--- src/design/isa_pkg.sv ---
// ====================
// Base instruction set definitions for the fetch stage
// Only 32-bit instructions exist, so there is no compressed encoding
// Opcode values follow the base-ISA major opcode map
// ====================

package isa_pkg;

  // ====================
  // Instruction word
  // ====================

  // Width of one instruction word in bits
  localparam int unsigned INSTR_W = 32;

  // One fetched instruction
  typedef logic [INSTR_W-1:0] instr_t;

  // Size of one instruction in bytes
  localparam int unsigned INSTR_BYTES = 4;

  // ====================
  // Opcode field
  // ====================

  // Major opcode sits in the low bits of the word
  localparam int unsigned OPCODE_W = 7;

  // Major opcodes the predecoder cares about
  // OPC_OTHER is not a legal opcode and stands for everything else
  typedef enum logic [OPCODE_W-1:0] {
    OPC_JAL    = 7'b110_1111,
    OPC_JALR   = 7'b110_0111,
    OPC_BRANCH = 7'b110_0011,
    OPC_OTHER  = 7'b000_0000
  } opcode_e;

  // ====================
  // Immediate widths
  // ====================

  // J-type offset with its implicit zero bit
  localparam int unsigned J_IMM_W = 21;

  // B-type offset with its implicit zero bit
  localparam int unsigned B_IMM_W = 13;

endpackage

--- src/design/fetch_pkg.sv ---
// ====================
// Fetch stage types and constants
// PC is byte addressed and every fetch is one word aligned instruction
// Depends on isa_pkg for the instruction size
// ====================

package fetch_pkg;

  // Program counter width in bits
  localparam int unsigned PC_W = 32;

  // Program counter
  typedef logic [PC_W-1:0] pc_t;

  // Step between two sequential fetches
  localparam pc_t PC_INCR = pc_t'(isa_pkg::INSTR_BYTES);

  // Reset vector used when the top level does not override it
  localparam pc_t DEFAULT_RESET_VECTOR = 32'h0000_1000;

  // Where the next fetch address comes from
  // Listed in the priority order of the selection logic
  typedef enum logic [2:0] {
    PC_SRC_FLUSH     = 3'd0,
    PC_SRC_DLY_FLUSH = 3'd1,
    PC_SRC_BRANCH    = 3'd2,
    PC_SRC_RESET     = 3'd3,
    PC_SRC_SEQ       = 3'd4
  } pc_src_e;

endpackage

--- src/design/branch_predictor.sv ---
// ====================
// Static branch predictor, purely combinational
// JAL always taken, backward conditional branch taken
// JALR and everything else fall through
// ====================

module branch_predictor (
  input  isa_pkg::instr_t instr,
  input  fetch_pkg::pc_t  pc,
  output logic            prdt_taken,
  output fetch_pkg::pc_t  prdt_target
);
  import isa_pkg::*;
  import fetch_pkg::*;

  opcode_e            opcode;
  logic [J_IMM_W-1:0] j_imm;
  logic [B_IMM_W-1:0] b_imm;
  pc_t                j_ofs;
  pc_t                b_ofs;
  logic               is_jal;
  logic               is_bxx;

  // ====================
  // Predecode
  // ====================

  // Fold the opcode field into the few classes we need
  always_comb begin
    case (instr[OPCODE_W-1:0])
      OPC_JAL:    opcode = OPC_JAL;
      OPC_JALR:   opcode = OPC_JALR;
      OPC_BRANCH: opcode = OPC_BRANCH;
      default:    opcode = OPC_OTHER;
    endcase
  end

  // JALR is decoded but never predicted since its target needs rs1
  assign is_jal = (opcode == OPC_JAL);
  assign is_bxx = (opcode == OPC_BRANCH);

  // J-immediate, scrambled bit order of the J format
  assign j_imm = {instr[31], instr[19:12], instr[20], instr[30:21], 1'b0};

  // B-immediate, scrambled bit order of the B format
  assign b_imm = {instr[31], instr[7], instr[30:25], instr[11:8], 1'b0};

  // Sign extend both offsets to PC width
  assign j_ofs = {{(PC_W-J_IMM_W){j_imm[J_IMM_W-1]}}, j_imm};
  assign b_ofs = {{(PC_W-B_IMM_W){b_imm[B_IMM_W-1]}}, b_imm};

  // ====================
  // Prediction
  // ====================

  // Negative B offset means a backward branch, most likely a loop
  assign prdt_taken = is_jal | (is_bxx & b_imm[B_IMM_W-1]);

  // Only meaningful when prdt_taken is high
  assign prdt_target = pc + (is_jal ? j_ofs : b_ofs);

endmodule

--- src/design/fetch_ctrl.sv ---
// ====================
// Fetch control with PC register and request/response handshakes
// At most one request is outstanding on the memory side
// A response taken while halted is not followed by a fetch, so a
// prediction made on it is lost and fetch resumes at PC+4
// ====================

module fetch_ctrl #(
  parameter fetch_pkg::pc_t reset_vector = fetch_pkg::DEFAULT_RESET_VECTOR
) (
  input  logic           clk,
  input  logic           rst_n,
  input  logic           req_ready,
  input  logic           rsp_valid,
  input  logic           flush_req,
  input  fetch_pkg::pc_t flush_pc,
  input  logic           halt_req,
  input  logic           prdt_taken,
  input  fetch_pkg::pc_t prdt_target,
  input  logic           ir_ready,
  output logic           req_valid,
  output fetch_pkg::pc_t req_pc,
  output logic           req_seq,
  output logic           rsp_ready,
  output logic           rsp_load,
  output logic           halt_ack,
  output fetch_pkg::pc_t fetch_pc
);
  import fetch_pkg::*;

  // Control flags
  logic    reset_req_r;
  logic    out_r;
  logic    dly_flush_r;

  // Address of the last request
  pc_t     pc_r;

  logic    req_hsk;
  logic    rsp_hsk;
  logic    flush_any;
  logic    bjp_req;
  logic    new_req;
  logic    no_outs;
  pc_src_e pc_src;
  pc_t     pc_nxt;

  // ====================
  // Handshakes
  // ====================

  assign req_hsk = req_valid & req_ready;
  assign rsp_hsk = rsp_valid & rsp_ready;

  // A flush in this cycle or one still waiting to be issued
  assign flush_any = flush_req | dly_flush_r;

  // Stale responses are always drained while a flush is around
  // Otherwise the IR must take it and memory must take the follow-up fetch
  assign rsp_ready = flush_any | (ir_ready & req_ready);

  // Response that really goes into the IR
  assign rsp_load = rsp_hsk & ~flush_any;

  // Redirect on a predicted-taken instruction just accepted
  assign bjp_req = rsp_load & prdt_taken;

  // ====================
  // Next PC selection
  // ====================

  always_comb begin
    if (flush_req)
      pc_src = PC_SRC_FLUSH;
    else if (dly_flush_r)
      pc_src = PC_SRC_DLY_FLUSH;
    else if (bjp_req)
      pc_src = PC_SRC_BRANCH;
    else if (reset_req_r)
      pc_src = PC_SRC_RESET;
    else
      pc_src = PC_SRC_SEQ;
  end

  always_comb begin
    case (pc_src)
      PC_SRC_FLUSH:     pc_nxt = flush_pc;
      // PC register already took the flush target in the flush cycle
      PC_SRC_DLY_FLUSH: pc_nxt = pc_r;
      PC_SRC_BRANCH:    pc_nxt = prdt_target;
      PC_SRC_RESET:     pc_nxt = reset_vector;
      // Sequential fetch
      default:          pc_nxt = pc_r + PC_INCR;
    endcase
  end

  assign req_pc   = pc_nxt;
  assign req_seq  = (pc_src == PC_SRC_SEQ);
  assign fetch_pc = pc_r;

  // ====================
  // Request valid
  // ====================

  // Normal fetching pauses under halt, reset and flush fetches do not
  assign new_req = ~halt_req;

  // Slot is free when nothing is outstanding or it returns right now
  assign req_valid = (new_req | reset_req_r | flush_any) & (~out_r | rsp_hsk);

  // Memory side is idle for halt purposes once the response shows up
  assign no_outs = ~out_r | rsp_valid;

  // ====================
  // Flags
  // ====================

  always_ff @(posedge clk or negedge rst_n) begin
    if (!rst_n) begin
      reset_req_r <= 1'b1;
      out_r       <= 1'b0;
      dly_flush_r <= 1'b0;
      halt_ack    <= 1'b0;
    end else begin
      // Reset fetch is done once the first request goes out
      if (req_hsk) begin
        reset_req_r <= 1'b0;
      end

      // New request wins over a returning response
      if (req_hsk) begin
        out_r <= 1'b1;
      end else if (rsp_hsk) begin
        out_r <= 1'b0;
      end

      // Remember a flush that could not issue in its own cycle
      if (req_hsk) begin
        dly_flush_r <= 1'b0;
      end else if (flush_req) begin
        dly_flush_r <= 1'b1;
      end

      // Ack once the bus is quiet, drop as soon as the request goes away
      if (!halt_req) begin
        halt_ack <= 1'b0;
      end else if (no_outs) begin
        halt_ack <= 1'b1;
      end
    end
  end

  // PC follows every issued request and every incoming flush
  always_ff @(posedge clk or negedge rst_n) begin
    if (!rst_n) begin
      pc_r <= reset_vector;
    end else if (req_hsk || flush_req) begin
      pc_r <= pc_nxt;
    end
  end

endmodule

--- src/design/ir_stage.sv ---
// ====================
// Instruction register between fetch and execute
// Holds one instruction with its PC and prediction
// Load has priority over an execute handshake in the same cycle
// ====================

module ir_stage (
  input  logic            clk,
  input  logic            rst_n,
  input  logic            load,
  input  isa_pkg::instr_t instr,
  input  fetch_pkg::pc_t  pc,
  input  logic            prdt_taken,
  input  logic            flush_req,
  input  logic            ifu_o_ready,
  output logic            ifu_o_valid,
  output isa_pkg::instr_t ifu_o_ir,
  output fetch_pkg::pc_t  ifu_o_pc,
  output logic            ifu_o_prdt_taken,
  output logic            ir_ready
);
  import isa_pkg::*;
  import fetch_pkg::*;

  logic   valid_r;
  instr_t ir_r;
  pc_t    pc_r;
  logic   taken_r;
  logic   o_hsk;
  logic   ir_clr;

  // ====================
  // Valid flag
  // ====================

  assign o_hsk = ifu_o_valid & ifu_o_ready;

  // Entry leaves on an execute handshake or gets killed by a flush
  assign ir_clr = o_hsk | flush_req;

  // Room for a new entry now or after this edge
  assign ir_ready = ~valid_r | ir_clr;

  always_ff @(posedge clk or negedge rst_n) begin
    if (!rst_n) begin
      valid_r <= 1'b0;
    end else if (load) begin
      valid_r <= 1'b1;
    end else if (ir_clr) begin
      valid_r <= 1'b0;
    end
  end

  // ====================
  // Payload
  // ====================

  // Instruction, its PC and its prediction move as one
  always_ff @(posedge clk) begin
    if (load) begin
      ir_r    <= instr;
      pc_r    <= pc;
      taken_r <= prdt_taken;
    end
  end

  assign ifu_o_valid      = valid_r;
  assign ifu_o_ir         = ir_r;
  assign ifu_o_pc         = pc_r;
  assign ifu_o_prdt_taken = taken_r;

endmodule

--- src/design/ifetch_top.sv ---
// ====================
// Instruction fetch stage top level
// reset_vector must be word aligned
// Memory answers each request once and in order
// ====================

module ifetch_top #(
  parameter fetch_pkg::pc_t reset_vector = fetch_pkg::DEFAULT_RESET_VECTOR
) (
  input  logic            clk,
  input  logic            rst_n,
  // Memory request channel
  output logic            req_valid,
  input  logic            req_ready,
  output fetch_pkg::pc_t  req_pc,
  output logic            req_seq,
  // Memory response channel
  input  logic            rsp_valid,
  output logic            rsp_ready,
  input  isa_pkg::instr_t rsp_instr,
  // Execute channel
  output logic            ifu_o_valid,
  input  logic            ifu_o_ready,
  output isa_pkg::instr_t ifu_o_ir,
  output fetch_pkg::pc_t  ifu_o_pc,
  output logic            ifu_o_prdt_taken,
  // Flush and halt from execute
  input  logic            flush_req,
  input  fetch_pkg::pc_t  flush_pc,
  input  logic            halt_req,
  output logic            halt_ack
);
  import fetch_pkg::*;

  pc_t  fetch_pc;
  logic prdt_taken;
  pc_t  prdt_target;
  logic rsp_load;
  logic ir_ready;

  // ====================
  // Fetch control
  // ====================

  fetch_ctrl #(
    .reset_vector (reset_vector)
  ) u_fetch_ctrl (
    .clk          (clk),
    .rst_n        (rst_n),
    .req_ready    (req_ready),
    .rsp_valid    (rsp_valid),
    .flush_req    (flush_req),
    .flush_pc     (flush_pc),
    .halt_req     (halt_req),
    .prdt_taken   (prdt_taken),
    .prdt_target  (prdt_target),
    .ir_ready     (ir_ready),
    .req_valid    (req_valid),
    .req_pc       (req_pc),
    .req_seq      (req_seq),
    .rsp_ready    (rsp_ready),
    .rsp_load     (rsp_load),
    .halt_ack     (halt_ack),
    .fetch_pc     (fetch_pc)
  );

  // Predicts on the response word at the PC it was fetched from
  branch_predictor u_branch_predictor (
    .instr       (rsp_instr),
    .pc          (fetch_pc),
    .prdt_taken  (prdt_taken),
    .prdt_target (prdt_target)
  );

  // ====================
  // Instruction register
  // ====================

  ir_stage u_ir_stage (
    .clk              (clk),
    .rst_n            (rst_n),
    .load             (rsp_load),
    .instr            (rsp_instr),
    .pc               (fetch_pc),
    .prdt_taken       (prdt_taken),
    .flush_req        (flush_req),
    .ifu_o_ready      (ifu_o_ready),
    .ifu_o_valid      (ifu_o_valid),
    .ifu_o_ir         (ifu_o_ir),
    .ifu_o_pc         (ifu_o_pc),
    .ifu_o_prdt_taken (ifu_o_prdt_taken),
    .ir_ready         (ir_ready)
  );

endmodule

--- config.mk ---
export PLATFORM = sky130hd
export DESIGN_NAME = ifetch_top
export DESIGN_NICKNAME = d
export VERILOG_FILES = /design/src/design/isa_pkg.sv /design/src/design/fetch_pkg.sv /design/src/design/branch_predictor.sv /design/src/design/fetch_ctrl.sv /design/src/design/ir_stage.sv /design/src/design/ifetch_top.sv
export SDC_FILE = /design/constraint.sdc
export NUM_CORES = 1
export LEC_CHECK = 0
export ABC_AREA = 0
export BUFFER_PORTS_ARGS = -buffer_cell sky130_fd_sc_hd__buf_2
export CORE_MARGIN = 1
export CORE_UTILIZATION = 54
export DETAILED_ROUTE_END_ITERATION = 8
export GPL_TIMING_DRIVEN = 0
export PLACE_DENSITY = 0.8
export SLEW_MARGIN = 10
export SYNTH_ARGS = -nofsm -noshare
export SYNTH_HDL_FRONTEND = slang
export SYNTH_SLANG_ARGS = --single-unit
--- constraint.sdc ---
create_clock -name clk -period 4.2 [get_ports clk]
set_input_delay 0.42 -clock clk [delete_from_list [all_inputs] [get_ports clk]]
set_output_delay 0.42 -clock clk [all_outputs]
set_load 0.005 [all_outputs]
==> metrics.txt, run 1 <==
# TYPE chip_impl_metric gauge
chip_impl_info{name="outcome",value="finished clean"} 1
chip_impl_metric{name="synthesis.area_per_instance",unit="um^2"} 9.77
chip_impl_metric{name="power_frac_comb",unit=""} 0.400
chip_impl_metric{name="post_drt_wl_per_cell",unit="um"} 22.3
chip_impl_metric{name="timing.final.crit_share",unit=""} 0.982
chip_impl_info{name="worstSetupEndpointType",value="output port"} 1
chip_impl_metric{name="sequential_group_share_of_total_power",unit=""} 0.371
chip_impl_metric{name="worst_skew_pair.late_latency",unit="ps"} 360
chip_impl_metric{name="synth-edff-count",unit=""} 65
chip_impl_metric{name="required",unit="ps"} 3780
chip_impl_metric{name="dp_hpwl",unit="um"} 17100
chip_impl_metric{name="dpl_cell_area",unit="um^2"} 7940
chip_impl_metric{name="die_span_in_x",unit="um"} 115
chip_impl_info{name="min-delay-path-class",value="input pin to async pin"} 1
chip_impl_metric{name="path_buf_inv",unit=""} 5
chip_impl_info{name="synth_largest_area_cell",value="sky130_fd_sc_hd__edfxtp_1"} 1
chip_impl_metric{name="rows",unit=""} 40
chip_impl_metric{name="synth-seq-area-share",unit=""} 0.421
chip_impl_metric{name="synthesis.area",unit="um^2"} 6840
chip_impl_metric{name="ir_worst_vdd",unit="uV"} 235
chip_impl_info{name="path_class",value="input pin to output port"} 1
chip_impl_metric{name="cellPowerDensity",unit="nW/um^2"} 428
chip_impl_metric{name="placed_cells_incl_taps",unit=""} 1041
chip_impl_metric{name="io_pins",unit=""} 173
chip_impl_metric{name="switching_share",unit=""} 0.391
chip_impl_metric{name="grtUsageTotal",unit=""} 0.366
chip_impl_metric{name="cts.sinks",unit=""} 102
chip_impl_metric{name="totalWireLength",unit="um"} 23600
chip_impl_metric{name="tightestPinTransition",unit="ps"} 969
chip_impl_metric{name="place_congestion",unit=""} 0.967
chip_impl_metric{name="setup.reg_to_reg.worst_slack",unit="ps"} 850
chip_impl_metric{name="switchingPower",unit="mW"} 1.43
chip_impl_metric{name="total_cts_buffers",unit=""} 9
chip_impl_metric{name="core_area",unit="um^2"} 12200
chip_impl_info{name="setup.worst_path.start_class",value="input pin"} 1
chip_impl_info{name="leading_post_synthesis_cells_by_cell_area",value="sky130_fd_sc_hd__edfxtp_1, sky130_fd_sc_hd__dfrtp_1, sky130_fd_sc_hd__ha_1"} 1
chip_impl_metric{name="floorplan.initialDensity",unit=""} 0.563
chip_impl_metric{name="instances_no_fill",unit=""} 1061
chip_impl_info{name="critPathSlowestCell",value="sky130_fd_sc_hd__mux2_2"} 1
chip_impl_info{name="critical_path.cell_chain",value="buf_2 > nand2_2 > nor4_4 > buf_4 > buf_6 > mux2_2 > ha_4 > a21oi_1 > nand2_2 > a2bb2oi_2 > o211ai_1 > a21oi_2 > buf_4 > xor2_1 > nor2_1 > a2bb2oi_1 > buf_2"} 1
chip_impl_info{name="layout_commonest_cell",value="sky130_fd_sc_hd__buf_2"} 1
chip_impl_info{name="setup_repair_after_global_routing_missed_its_margin",value="true"} 1
chip_impl_metric{name="max_slew_headroom",unit=""} 0.354
chip_impl_metric{name="postRouteAntennaNets",unit=""} 0
chip_impl_metric{name="timing_max_transition_violations_final",unit=""} 0
chip_impl_metric{name="synthArstFlopShare",unit=""} 0.363
chip_impl_metric{name="drt-vias-per-instance",unit=""} 6.52
chip_impl_metric{name="max_cap_viol_count",unit=""} 0
chip_impl_metric{name="number_of_synthesis_warnings",unit=""} 0
chip_impl_metric{name="crit_path_max_incr_delay",unit="ps"} 370
chip_impl_metric{name="grt_pass1_vias",unit=""} 6465
chip_impl_metric{name="synthCells",unit=""} 700
chip_impl_metric{name="drt-pass1-iter-count",unit=""} 9
chip_impl_metric{name="worstPathArrival",unit="ps"} 3700
chip_impl_metric{name="grt_overflow_total",unit=""} 0
chip_impl_metric{name="clock_slew_seen_by_the_registers_of_the_worst_setup_and_hold_paths",unit="ps"} 80
chip_impl_metric{name="p_clk_frac",unit=""} 0.229
chip_impl_metric{name="antenna_cells",unit=""} 0
chip_impl_metric{name="synth-seq-cells",unit=""} 102
chip_impl_metric{name="die_footprint",unit="um^2"} 13100
chip_impl_info{name="highest_count_cells_in_the_layout_ignoring_fill_and_taps",value="sky130_fd_sc_hd__buf_2, sky130_fd_sc_hd__edfxtp_1, sky130_fd_sc_hd__nor2_1, sky130_fd_sc_hd__nand2_1, sky130_fd_sc_hd__a21oi_1"} 1
chip_impl_info{name="worst_r2r_startpoint",value="u_fetch_ctrl.fetch_pc[8]$_DFFE_PN0P_"} 1
chip_impl_metric{name="cts.hold.buffers_added",unit=""} 0
chip_impl_metric{name="layout-drive-gt1-share",unit=""} 0.316
chip_impl_metric{name="hold_violations_final",unit=""} 0
chip_impl_metric{name="fin_area",unit="um^2"} 8550
chip_impl_metric{name="synthToLayoutAreaGrowth",unit="%"} 24.9
chip_impl_metric{name="cts.htree.levels",unit=""} 3
chip_impl_metric{name="clock.fmax",unit="MHz"} 242
chip_impl_metric{name="post_synth_num_cell_types",unit=""} 81
chip_impl_metric{name="total_leakage_power",unit="nW"} 3.60
chip_impl_metric{name="port_buffers",unit=""} 172
chip_impl_info{name="tritoncts",value="built"} 1
chip_impl_metric{name="fin_skew",unit="ps"} 10.9
chip_impl_metric{name="final-setup-viol-count",unit=""} 0
chip_impl_metric{name="grt_start_max_net_pins",unit=""} 38
chip_impl_metric{name="period_minus_slack",unit="ps"} 4120
chip_impl_metric{name="p_int",unit="mW"} 2.23
chip_impl_metric{name="synthDominantCellAreaShare",unit=""} 0.285
chip_impl_metric{name="synth.net_count",unit=""} 807
chip_impl_metric{name="final_net_count",unit=""} 995
chip_impl_info{name="root_buffer_selected_by_cts",value="sky130_fd_sc_hd__clkbuf_16"} 1
chip_impl_info{name="crit_family",value="compound AO/OA/AOI/OAI gates"} 1
chip_impl_info{name="worstReg2RegEnd",value="u_fetch_ctrl.fetch_pc[27]$_DFFE_PN0P_"} 1
chip_impl_metric{name="grt_first_pass_wirelength",unit="um"} 35500
chip_impl_metric{name="clock_tree_buffer_depth",unit=""} 2
chip_impl_info{name="dominantRegCellSynth",value="sky130_fd_sc_hd__edfxtp_1"} 1
chip_impl_metric{name="drt_iter0_drc",unit=""} 890
chip_impl_metric{name="via_count",unit=""} 6913
chip_impl_metric{name="path_max_fanout",unit=""} 10
chip_impl_metric{name="reg2regPathDepth",unit=""} 11
chip_impl_metric{name="drcViolationCount",unit=""} 0
chip_impl_metric{name="die_height",unit="um"} 115
chip_impl_metric{name="grt_antenna_before_repair",unit=""} 0
[worst register-to-register path, stage by stage, from the launching register on]
cell	delay (ps)
sky130_fd_sc_hd__dfrtp_1	510
sky130_fd_sc_hd__ha_1	330
sky130_fd_sc_hd__clkbuf_1	270
sky130_fd_sc_hd__nand2_1	100
sky130_fd_sc_hd__o21ai_1	520
sky130_fd_sc_hd__o21ai_4	160
sky130_fd_sc_hd__a211oi_4	360
sky130_fd_sc_hd__buf_6	160
sky130_fd_sc_hd__nor2_1	50
sky130_fd_sc_hd__xnor2_1	170
sky130_fd_sc_hd__a221o_1	360
sky130_fd_sc_hd__mux2_2	260
[how the worst max path moves through the flow]
| stage | end | slack [ps] | depth (start not counted) | start |
|---|---|---|---|---|
| CTS | req_pc[29] | 5 | 18 | rsp_instr[2] |
| floorplan | req_pc[19] | 290 | 13 | rsp_instr[1] |
| finish | req_pc[20] | 80 | 17 | rsp_instr[1] |
| global placement | req_pc[31] | -1470 | 15 | rsp_instr[0] |
| global route | req_pc[20] | -20 | 17 | rsp_instr[0] |
| detailed placement | req_pc[31] | -1180 | 15 | rsp_instr[1] |
[stage by stage]
| step | total power [mW] | hold WS [ps] | worst slack, ps | util | setup TNS, ps |
|---|---|---|---|---|---|
| 2_1_floorplan | 2.23 | 124 | 287 | - | 0 |
| 3_3_place_gp | 2.63 | 460 | -1470 | 0.651 | -40620 |
| 3_5_place_dp | 2.67 | 466 | -1180 | 0.653 | -22030 |
| 4_1_cts | 3.57 | 234 | 5.38 | 0.692 | 0 |
| 5_1_grt | 3.83 | 256 | -20.0 | 0.703 | -20.0 |
| 6_report | 3.66 | 212 | 75.8 | 0.703 | 0 |
[layout make-up]
type	instances	area (um^2)
plain buffers	37	178
flip-flops and latches	102	2880
multi-input cells	545	3980
fillers	980	3620
well taps	168	210
repair buffers	182	956
clock buffers	10	239
clock inverters	6	53.8
inverters	11	46.3
[kinds of logic (layout without fill, tap and decap cells)]
group	Yosys count	after routing	synth area share
simple gates	222	222	0.159
mux	20	20	0.0335
flops	102	102	0.421
buf+inv	53	246	0.0340
xor+xnor	43	43	0.0550
fa+ha+maj	36	36	0.0669
compound gates	224	224	0.230
[state kept, by name, summed over array words and instances, names as in the netlist]
signal,cells
u_fetch_ctrl.fetch_pc,32
u_ir_stage.ifu_o_ir,32
u_ir_stage.ifu_o_pc,32
u_fetch_ctrl.dly_flush_r,1
u_fetch_ctrl.halt_ack,1
u_fetch_ctrl.out_r,1
u_fetch_ctrl.reset_req_r,1
u_ir_stage.ifu_o_prdt_taken,1
u_ir_stage.ifu_o_valid,1
[power by group through the flow]
stage	Sequential (mW)	Clock (mW)	Combinational [mW]
finish	1.36	0.839	1.46
floorplan	1.31	0	0.923
global placement	1.36	0	1.27
detailed placement	1.36	0	1.31
CTS	1.34	0.842	1.38
global route	1.37	0.875	1.59
[Yosys cell counts (4+ instances only)]
library cell                n
sky130_fd_sc_hd__nand2b_1   4
sky130_fd_sc_hd__o211ai_1   8
sky130_fd_sc_hd__a21oi_1   56
sky130_fd_sc_hd__dfrtp_1   35
sky130_fd_sc_hd__nor3_1    14
sky130_fd_sc_hd__inv_1      9
sky130_fd_sc_hd__ha_1      35
sky130_fd_sc_hd__and2_1     7
sky130_fd_sc_hd__nand4_1   12
sky130_fd_sc_hd__o21ai_0   28
sky130_fd_sc_hd__a31oi_1   13
sky130_fd_sc_hd__buf_2      7
sky130_fd_sc_hd__xnor2_1   24
sky130_fd_sc_hd__a21o_1    24
sky130_fd_sc_hd__mux2_2    15
sky130_fd_sc_hd__o22a_1     4
sky130_fd_sc_hd__and3_1    12
sky130_fd_sc_hd__o21ai_1   10
sky130_fd_sc_hd__a221o_1    7
sky130_fd_sc_hd__edfxtp_1  65
sky130_fd_sc_hd__nand3_1   32
sky130_fd_sc_hd__a22oi_1   10
sky130_fd_sc_hd__nand2_1   56
sky130_fd_sc_hd__nor2_1    54
sky130_fd_sc_hd__clkbuf_1  31
sky130_fd_sc_hd__nor2b_1    6
sky130_fd_sc_hd__a221oi_1   8
sky130_fd_sc_hd__a211o_1    4
sky130_fd_sc_hd__xor2_1    19
[per-layer routing]
| layer | track usage | up-vias | wire length [um] |
|---|---|---|---|
| met3 | 0.0752 | 74 | 2560 |
| met1 | 0.485 | 3278 | 9460 |
| met2 | 0.576 | 502 | 10700 |
| met4 | 0.172 | 0 | 873 |
| met5 | 0 | - | 0 |
| li1 | - | 3059 | - |
[what timing repair did]
action | in CTS | in global routing
gates resized for setup | 31 | 25
setup buffers | 7 | 2
setup endpoints to repair | 35 | 15
pin swaps | 15 | 11
(Power assumes the default switching activity.)
==> run 2: changes to the inputs <==
--- a/config.mk
+++ b/config.mk
@@ -11,7 +11,7 @@
 export CORE_UTILIZATION = 54
 export DETAILED_ROUTE_END_ITERATION = 8
 export GPL_TIMING_DRIVEN = 0
-export PLACE_DENSITY = 0.8
+export PLACE_DENSITY = 0.89
 export SLEW_MARGIN = 10
 export SYNTH_ARGS = -nofsm -noshare
 export SYNTH_HDL_FRONTEND = slang
==> run 2 against run 1 <==
Effect of this change: cell count grew 0.19%; non-clock buffer count grew 2; die area is the same; critical path type unchanged; clock power shrank 7.0%.
==> metrics.txt, run 2 (synthesis gave the netlist of run 1 again) <==
# TYPE chip_impl_metric gauge
chip_impl_info{name="outcome",value="finished clean"} 1
chip_impl_metric{name="tightestPinTransition",unit="ps"} 976
chip_impl_metric{name="switching_share",unit=""} 0.380
chip_impl_metric{name="p_clk_frac",unit=""} 0.220
chip_impl_metric{name="clock_tree_buffer_depth",unit=""} 2
chip_impl_metric{name="period_minus_slack",unit="ps"} 4080
chip_impl_metric{name="drt-pass1-iter-count",unit=""} 8
chip_impl_metric{name="fin_hold_ws",unit="ps"} 211
chip_impl_metric{name="clock.fmax",unit="MHz"} 245
chip_impl_metric{name="grt_antenna_before_repair",unit=""} 0
chip_impl_metric{name="port_buffers",unit=""} 172
chip_impl_metric{name="final_net_count",unit=""} 997
chip_impl_metric{name="grt_start_max_net_pins",unit=""} 69
chip_impl_metric{name="core_area",unit="um^2"} 12200
chip_impl_metric{name="clock_slew_seen_by_the_registers_of_the_worst_setup_and_hold_paths",unit="ps"} 70
chip_impl_metric{name="grt_overflow_total",unit=""} 0
chip_impl_metric{name="die_span_in_x",unit="um"} 115
chip_impl_metric{name="via_count",unit=""} 6777
chip_impl_info{name="worstReg2RegEnd",value="u_fetch_ctrl.fetch_pc[26]$_DFFE_PN0P_"} 1
chip_impl_metric{name="fin_skew",unit="ps"} 7.83
chip_impl_metric{name="worstPathArrival",unit="ps"} 3660
chip_impl_metric{name="postRouteAntennaNets",unit=""} 0
chip_impl_metric{name="total_leakage_power",unit="nW"} 3.55
chip_impl_metric{name="hold_violations_final",unit=""} 0
chip_impl_metric{name="setup.reg_to_reg.worst_slack",unit="ps"} 890
chip_impl_metric{name="timing.final.crit_share",unit=""} 0.971
chip_impl_metric{name="timing_max_transition_violations_final",unit=""} 0
chip_impl_metric{name="drcViolationCount",unit=""} 0
chip_impl_info{name="launching_instance_or_port_of_the_critical_path",value="rsp_instr[0]"} 1
chip_impl_metric{name="rows",unit=""} 40
chip_impl_info{name="layout_commonest_cell",value="sky130_fd_sc_hd__buf_2"} 1
chip_impl_metric{name="worst_skew_pair.late_latency",unit="ps"} 360
chip_impl_metric{name="cts.hold.buffers_added",unit=""} 0
chip_impl_info{name="path_class",value="input pin to output port"} 1
chip_impl_metric{name="grtUsageTotal",unit=""} 0.343
chip_impl_metric{name="n_fill_cell",unit=""} 956
chip_impl_metric{name="final-setup-viol-count",unit=""} 0
chip_impl_metric{name="path_buf_inv",unit=""} 4
chip_impl_info{name="critical_path.cell_chain",value="buf_2 > nand2_2 > nor4_4 > buf_4 > buf_4 > mux2_2 > ha_4 > nand3_1 > nor2_2 > a2bb2oi_4 > o211ai_1 > a21oi_2 > or4_1 > nand3_1 > a21boi_2 > buf_2"} 1
chip_impl_metric{name="path_max_fanout",unit=""} 4
chip_impl_metric{name="dp_hpwl",unit="um"} 15800
chip_impl_metric{name="cellPowerDensity",unit="nW/um^2"} 421
chip_impl_metric{name="p_int",unit="mW"} 2.20
chip_impl_info{name="setup.worst_path.start_class",value="input pin"} 1
chip_impl_metric{name="die_footprint",unit="um^2"} 13100
chip_impl_metric{name="synthToLayoutAreaGrowth",unit="%"} 23.1
chip_impl_metric{name="required",unit="ps"} 3780
chip_impl_metric{name="drt_iter0_drc",unit=""} 808
chip_impl_metric{name="total_cts_buffers",unit=""} 9
chip_impl_info{name="worst_r2r_startpoint",value="u_fetch_ctrl.fetch_pc[2]$_DFFE_PN0P_"} 1
chip_impl_metric{name="grt_pass1_vias",unit=""} 6220
chip_impl_metric{name="cts.sinks",unit=""} 102
chip_impl_metric{name="crit_path_max_incr_delay",unit="ps"} 480
chip_impl_info{name="highest_count_cells_in_the_layout_ignoring_fill_and_taps",value="sky130_fd_sc_hd__buf_2, sky130_fd_sc_hd__edfxtp_1, sky130_fd_sc_hd__nand2_1, sky130_fd_sc_hd__a21oi_1, sky130_fd_sc_hd__nor2_1"} 1
chip_impl_metric{name="drt-vias-per-instance",unit=""} 6.38
chip_impl_metric{name="instances_no_fill",unit=""} 1063
chip_impl_metric{name="switchingPower",unit="mW"} 1.35
chip_impl_metric{name="antenna_cells",unit=""} 0
chip_impl_metric{name="ir_worst_vdd",unit="uV"} 204
chip_impl_metric{name="placed_cells_incl_taps",unit=""} 1040
chip_impl_info{name="tritoncts",value="built"} 1
chip_impl_metric{name="totalWireLength",unit="um"} 22200
chip_impl_metric{name="io_pins",unit=""} 173
chip_impl_metric{name="post_drt_wl_per_cell",unit="um"} 20.9
chip_impl_metric{name="floorplan.initialDensity",unit=""} 0.563
chip_impl_metric{name="final_util",unit=""} 0.693
chip_impl_metric{name="place_congestion",unit=""} 0.940
chip_impl_metric{name="power_frac_comb",unit=""} 0.403
chip_impl_metric{name="layout-drive-gt1-share",unit=""} 0.305
chip_impl_metric{name="final.setup.worst_slack",unit="ps"} 123
chip_impl_metric{name="max_slew_headroom",unit=""} 0.349
chip_impl_info{name="critPathSlowestCell",value="sky130_fd_sc_hd__or4_1"} 1
chip_impl_metric{name="sequential_group_share_of_total_power",unit=""} 0.377
chip_impl_info{name="worstSetupEndpointType",value="output port"} 1
chip_impl_metric{name="multiInputGateArea",unit="um^2"} 3890
chip_impl_info{name="min-delay-path-class",value="input pin to async pin"} 1
chip_impl_metric{name="seqCellArea",unit="um^2"} 2880
chip_impl_metric{name="max_cap_viol_count",unit=""} 0
chip_impl_metric{name="grt_first_pass_wirelength",unit="um"} 33500
chip_impl_info{name="root_buffer_selected_by_cts",value="sky130_fd_sc_hd__clkbuf_16"} 1
chip_impl_metric{name="reg2regPathDepth",unit=""} 9
chip_impl_metric{name="cts.htree.levels",unit=""} 3
chip_impl_metric{name="die_height",unit="um"} 115
chip_impl_info{name="crit_family",value="simple AND/OR/NAND/NOR gates"} 1
chip_impl_metric{name="dp_slack",unit="ps"} -928
-- run 2: what timing repair did --
item / in CTS / in global routing
setup endpoints to repair: 37 / 16
setup buffers: 3 / 8
pin swaps: 4 / 13
resized for setup: 13 / 25
-- run 2: metrics by stage --
step	power, mW	TNS [ps]	area (um^2)
after CTS	3.43	0	8250
after detailed placement	2.64	-19010	7920
final	3.55	0	8420
after global placement	2.62	-20630	7910
after floorplan	2.23	0	6840
after global routing	3.72	-9.09	8420
-- run 2: layout make-up --
type / count / share of cell area
multi-input combinational: 545 / 0.462
sequential: 102 / 0.342
timing repair buffer: 183 / 0.112
clock buffer: 10 / 0.0272
tap: 168 / 0.0250
buffer: 38 / 0.0218
inverter: 11 / 0.00550
clock inverter: 6 / 0.00446
-- run 2: worst max path at each step --
stage                  to  slack, ps  cells past startpoint
4_1_cts        req_pc[31]         20                     17
5_1_grt        req_pc[18]         -9                     16
2_1_floorplan  req_pc[19]        290                     13
3_5_place_dp   req_pc[31]       -930                     15
6_report       req_pc[24]        120                     16
3_3_place_gp   req_pc[31]       -830                     15
-- run 2: power groups by stage --
| stage | registers [mW] | clock network, mW | logic, mW |
|---|---|---|---|
| after detailed placement | 1.35 | 0 | 1.29 |
| after CTS | 1.33 | 0.782 | 1.32 |
| after global routing | 1.35 | 0.821 | 1.55 |
| after floorplan | 1.31 | 0 | 0.923 |
| after global placement | 1.34 | 0 | 1.28 |
| final | 1.34 | 0.780 | 1.43 |
-- run 2: routing by layer --
layer	routed length, um	GRT usage
met3	2240	0.0741
met5	0	0
met4	1090	0.181
met2	9750	0.519
met1	9130	0.463
==> run 3: changes to the inputs <==
--- a/config.mk
+++ b/config.mk
@@ -10,7 +10,6 @@
 export CORE_MARGIN = 1
 export CORE_UTILIZATION = 54
 export DETAILED_ROUTE_END_ITERATION = 8
-export GPL_TIMING_DRIVEN = 0
 export PLACE_DENSITY = 0.89
 export SLEW_MARGIN = 10
 export SYNTH_ARGS = -nofsm -noshare
==> run 3 against run 2 <==
Effect of this change: maximum frequency grew 1.9%; design area fell by 1.7%; sequential cell count is the same; highest routed layer unchanged; clock-buffer cell count is 1 higher; largest cell class unchanged; cell count is 2.5% lower; first-iteration DRC count fell by 1.1%.
==> metrics.txt, run 3 (synthesis gave the netlist of run 1 again) <==
# TYPE chip_impl_metric gauge
chip_impl_info{name="outcome",value="finished clean"} 1
chip_impl_metric{name="clock_slew_seen_by_the_registers_of_the_worst_setup_and_hold_paths",unit="ps"} 70
chip_impl_metric{name="timing.final.crit_share",unit=""} 0.953
chip_impl_metric{name="die_footprint",unit="um^2"} 13100
chip_impl_metric{name="path_max_fanout",unit=""} 12
chip_impl_info{name="layout_commonest_cell",value="sky130_fd_sc_hd__buf_2"} 1
chip_impl_metric{name="fin_hold_ws",unit="ps"} 198
chip_impl_metric{name="crit_path_max_incr_delay",unit="ps"} 480
chip_impl_metric{name="max_cap_viol_count",unit=""} 0
chip_impl_metric{name="core_area",unit="um^2"} 12200
chip_impl_metric{name="fin_area",unit="um^2"} 8280
chip_impl_metric{name="path_buf_inv",unit=""} 4
chip_impl_metric{name="rows",unit=""} 40
chip_impl_metric{name="hold_violations_final",unit=""} 0
chip_impl_info{name="worstSetupEndpointType",value="output port"} 1
chip_impl_metric{name="dpl_cell_area",unit="um^2"} 7910
chip_impl_metric{name="grt_first_pass_wirelength",unit="um"} 30600
chip_impl_metric{name="totalWireLength",unit="um"} 19000
chip_impl_metric{name="grt_pass1_vias",unit=""} 6100
chip_impl_info{name="crit_family",value="simple AND/OR/NAND/NOR gates"} 1
chip_impl_metric{name="final_net_count",unit=""} 970
chip_impl_metric{name="final-setup-viol-count",unit=""} 0
chip_impl_metric{name="cts.hold.buffers_added",unit=""} 0
chip_impl_info{name="crit_path_frequent_cell",value="sky130_fd_sc_hd__buf_2"} 1
chip_impl_metric{name="place_congestion",unit=""} 0.948
chip_impl_metric{name="max_slew_headroom",unit=""} 0.379
chip_impl_metric{name="grt_antenna_before_repair",unit=""} 0
chip_impl_metric{name="tightestPinTransition",unit="ps"} 932
chip_impl_info{name="critical_path.cell_chain",value="buf_2 > nand2_1 > nor4_2 > buf_4 > mux2_2 > ha_2 > inv_1 > o21bai_1 > o21ai_0 > o211ai_1 > a21oi_1 > or4_1 > nand3_1 > a21boi_0 > buf_2"} 1
chip_impl_metric{name="drt-pass1-iter-count",unit=""} 5
chip_impl_metric{name="fin_skew",unit="ps"} 10.3
chip_impl_metric{name="cellPowerDensity",unit="nW/um^2"} 425
chip_impl_metric{name="worstPathArrival",unit="ps"} 3580
chip_impl_metric{name="timing_max_transition_violations_final",unit=""} 0
chip_impl_metric{name="postRouteAntennaNets",unit=""} 0
chip_impl_metric{name="antenna_cells",unit=""} 0
chip_impl_metric{name="drt_iter0_drc",unit=""} 799
chip_impl_metric{name="grtUsageTotal",unit=""} 0.301
chip_impl_metric{name="io_pins",unit=""} 173
chip_impl_metric{name="worst-path-stages",unit=""} 15
chip_impl_info{name="root_buffer_selected_by_cts",value="sky130_fd_sc_hd__clkbuf_16"} 1
chip_impl_metric{name="post_drt_wl_per_cell",unit="um"} 18.4
chip_impl_metric{name="setup.reg_to_reg.worst_slack",unit="ps"} 1270
chip_impl_metric{name="cts.htree.levels",unit=""} 3
chip_impl_metric{name="die_span_in_x",unit="um"} 115
chip_impl_metric{name="synthToLayoutAreaGrowth",unit="%"} 21.0
chip_impl_metric{name="worst_skew_pair.late_latency",unit="ps"} 360
chip_impl_metric{name="port_buffers",unit=""} 172
chip_impl_metric{name="clock_tree_buffer_depth",unit=""} 2
chip_impl_metric{name="die_height",unit="um"} 115
chip_impl_metric{name="post-layout-total-power",unit="mW"} 3.52
chip_impl_metric{name="drcViolationCount",unit=""} 0
chip_impl_metric{name="cts.sinks",unit=""} 102
chip_impl_info{name="highest_count_cells_in_the_layout_ignoring_fill_and_taps",value="sky130_fd_sc_hd__buf_2, sky130_fd_sc_hd__edfxtp_1, sky130_fd_sc_hd__nand2_1, sky130_fd_sc_hd__nor2_1, sky130_fd_sc_hd__a21oi_1"} 1
chip_impl_metric{name="grt_overflow_total",unit=""} 0
chip_impl_metric{name="drt-vias-per-instance",unit=""} 6.21
chip_impl_info{name="tritoncts",value="built"} 1
chip_impl_info{name="path_class",value="input pin to output port"} 1
chip_impl_metric{name="layout-drive-gt1-share",unit=""} 0.297
chip_impl_metric{name="floorplan.initialDensity",unit=""} 0.563
chip_impl_metric{name="clock.fmax",unit="MHz"} 250
chip_impl_metric{name="total_cts_buffers",unit=""} 9
chip_impl_metric{name="dp_hpwl",unit="um"} 13900
chip_impl_info{name="setup.worst_path.start_class",value="input pin"} 1
chip_impl_metric{name="setup-tns-final",unit="ps"} 0
chip_impl_metric{name="ir_worst_vdd",unit="uV"} 202
chip_impl_metric{name="placed_cells_incl_taps",unit=""} 1019
chip_impl_info{name="min-delay-path-class",value="input pin to async pin"} 1
chip_impl_metric{name="reg2regPathDepth",unit=""} 9
chip_impl_metric{name="via_count",unit=""} 6429
chip_impl_metric{name="total_leakage_power",unit="nW"} 3.54
chip_impl_info{name="setup_repair_after_global_routing_missed_its_margin",value="false"} 1
chip_impl_metric{name="grt_start_max_net_pins",unit=""} 66
chip_impl_metric{name="period_minus_slack",unit="ps"} 4000
chip_impl_metric{name="required",unit="ps"} 3780
chip_impl_info{name="critPathSlowestCell",value="sky130_fd_sc_hd__or4_1"} 1
chip_impl_metric{name="instances_no_fill",unit=""} 1036
run 3: cell types whose count changed in the layout (fill, tap and decap cells not counted), moves of 3 or more:
cell	before	now
sky130_fd_sc_hd__ha_2	5	1
sky130_fd_sc_hd__ha_4	3	0
sky130_fd_sc_hd__buf_2	179	172
sky130_fd_sc_hd__buf_4	11	21
sky130_fd_sc_hd__buf_6	3	0
sky130_fd_sc_hd__ha_1	27	34
sky130_fd_sc_hd__clkbuf_1	28	1
run 3: area by class of cell:
type,instances,area (um^2)
well taps,168,210
clock buffers,11,243
clock inverters,5,56.3
fillers,969,3880
flip-flops and latches,102,2880
inverters,11,43.8
repair buffers,194,1040
multi-input cells,545,3810
run 3: metrics by stage:
| stage | worst slack (ps) | utilization |
|---|---|---|
| after global placement | 145 | 0.650 |
| after CTS | 31.1 | 0.675 |
| after global routing | 3.29 | 0.681 |
| after detailed placement | 54.5 | 0.650 |
| after floorplan | 287 | - |
| final | 198 | 0.681 |
run 3: path summary, 6_finish.rpt:
check                                                   endpoint                                  start
min                        u_fetch_ctrl.fetch_pc[31]$_DFFE_PN0P_                                  rst_n
max in group asynchronous   u_fetch_ctrl.fetch_pc[1]$_DFFE_PN0P_                                  rst_n
max reg2reg                u_fetch_ctrl.fetch_pc[31]$_DFFE_PN0P_  u_fetch_ctrl.fetch_pc[22]$_DFFE_PN0P_
min reg2reg                     u_ir_stage.ifu_o_pc[0]$_DFFE_PP_   u_fetch_ctrl.fetch_pc[0]$_DFFE_PN0P_
min in group clk                u_ir_stage.ifu_o_ir[5]$_DFFE_PP_                           rsp_instr[5]
max                                                   req_pc[24]                           rsp_instr[1]
run 3: routing by layer:
layer,up-vias,global-route usage,wire length [um]
li1,2995,-,-
met1,2998,0.405,8080
met2,386,0.484,8720
met3,50,0.0439,1740
met4,0,0.130,495
met5,-,0,0
run 3: worst reg2reg max path: cells and delay by family (launching register included):
| kind | cells | cell delay [ps] |
|---|---|---|
| AO/OA/AOI/OAI | 5 | 1250 |
| adder cells (fa/ha/maj) | 1 | 400 |
| AND/OR/NAND/NOR | 2 | 520 |
| XOR/XNOR | 1 | 180 |
| flip-flops | 1 | 460 |
run 3: repair_timing:
| item | in CTS | in global routing |
|---|---|---|
| setup endpoints to repair | 0 | 10 |
| buffers inserted | 0 | 1 |
| gates resized for setup | 0 | 14 |
| hold endpoints to repair | 0 | 0 |
run 3: where the power goes:
group,switching [mW],internal (mW),total (mW)
registers,0.167,1.18,1.35
logic,0.733,0.581,1.31
clock network,0.374,0.478,0.852
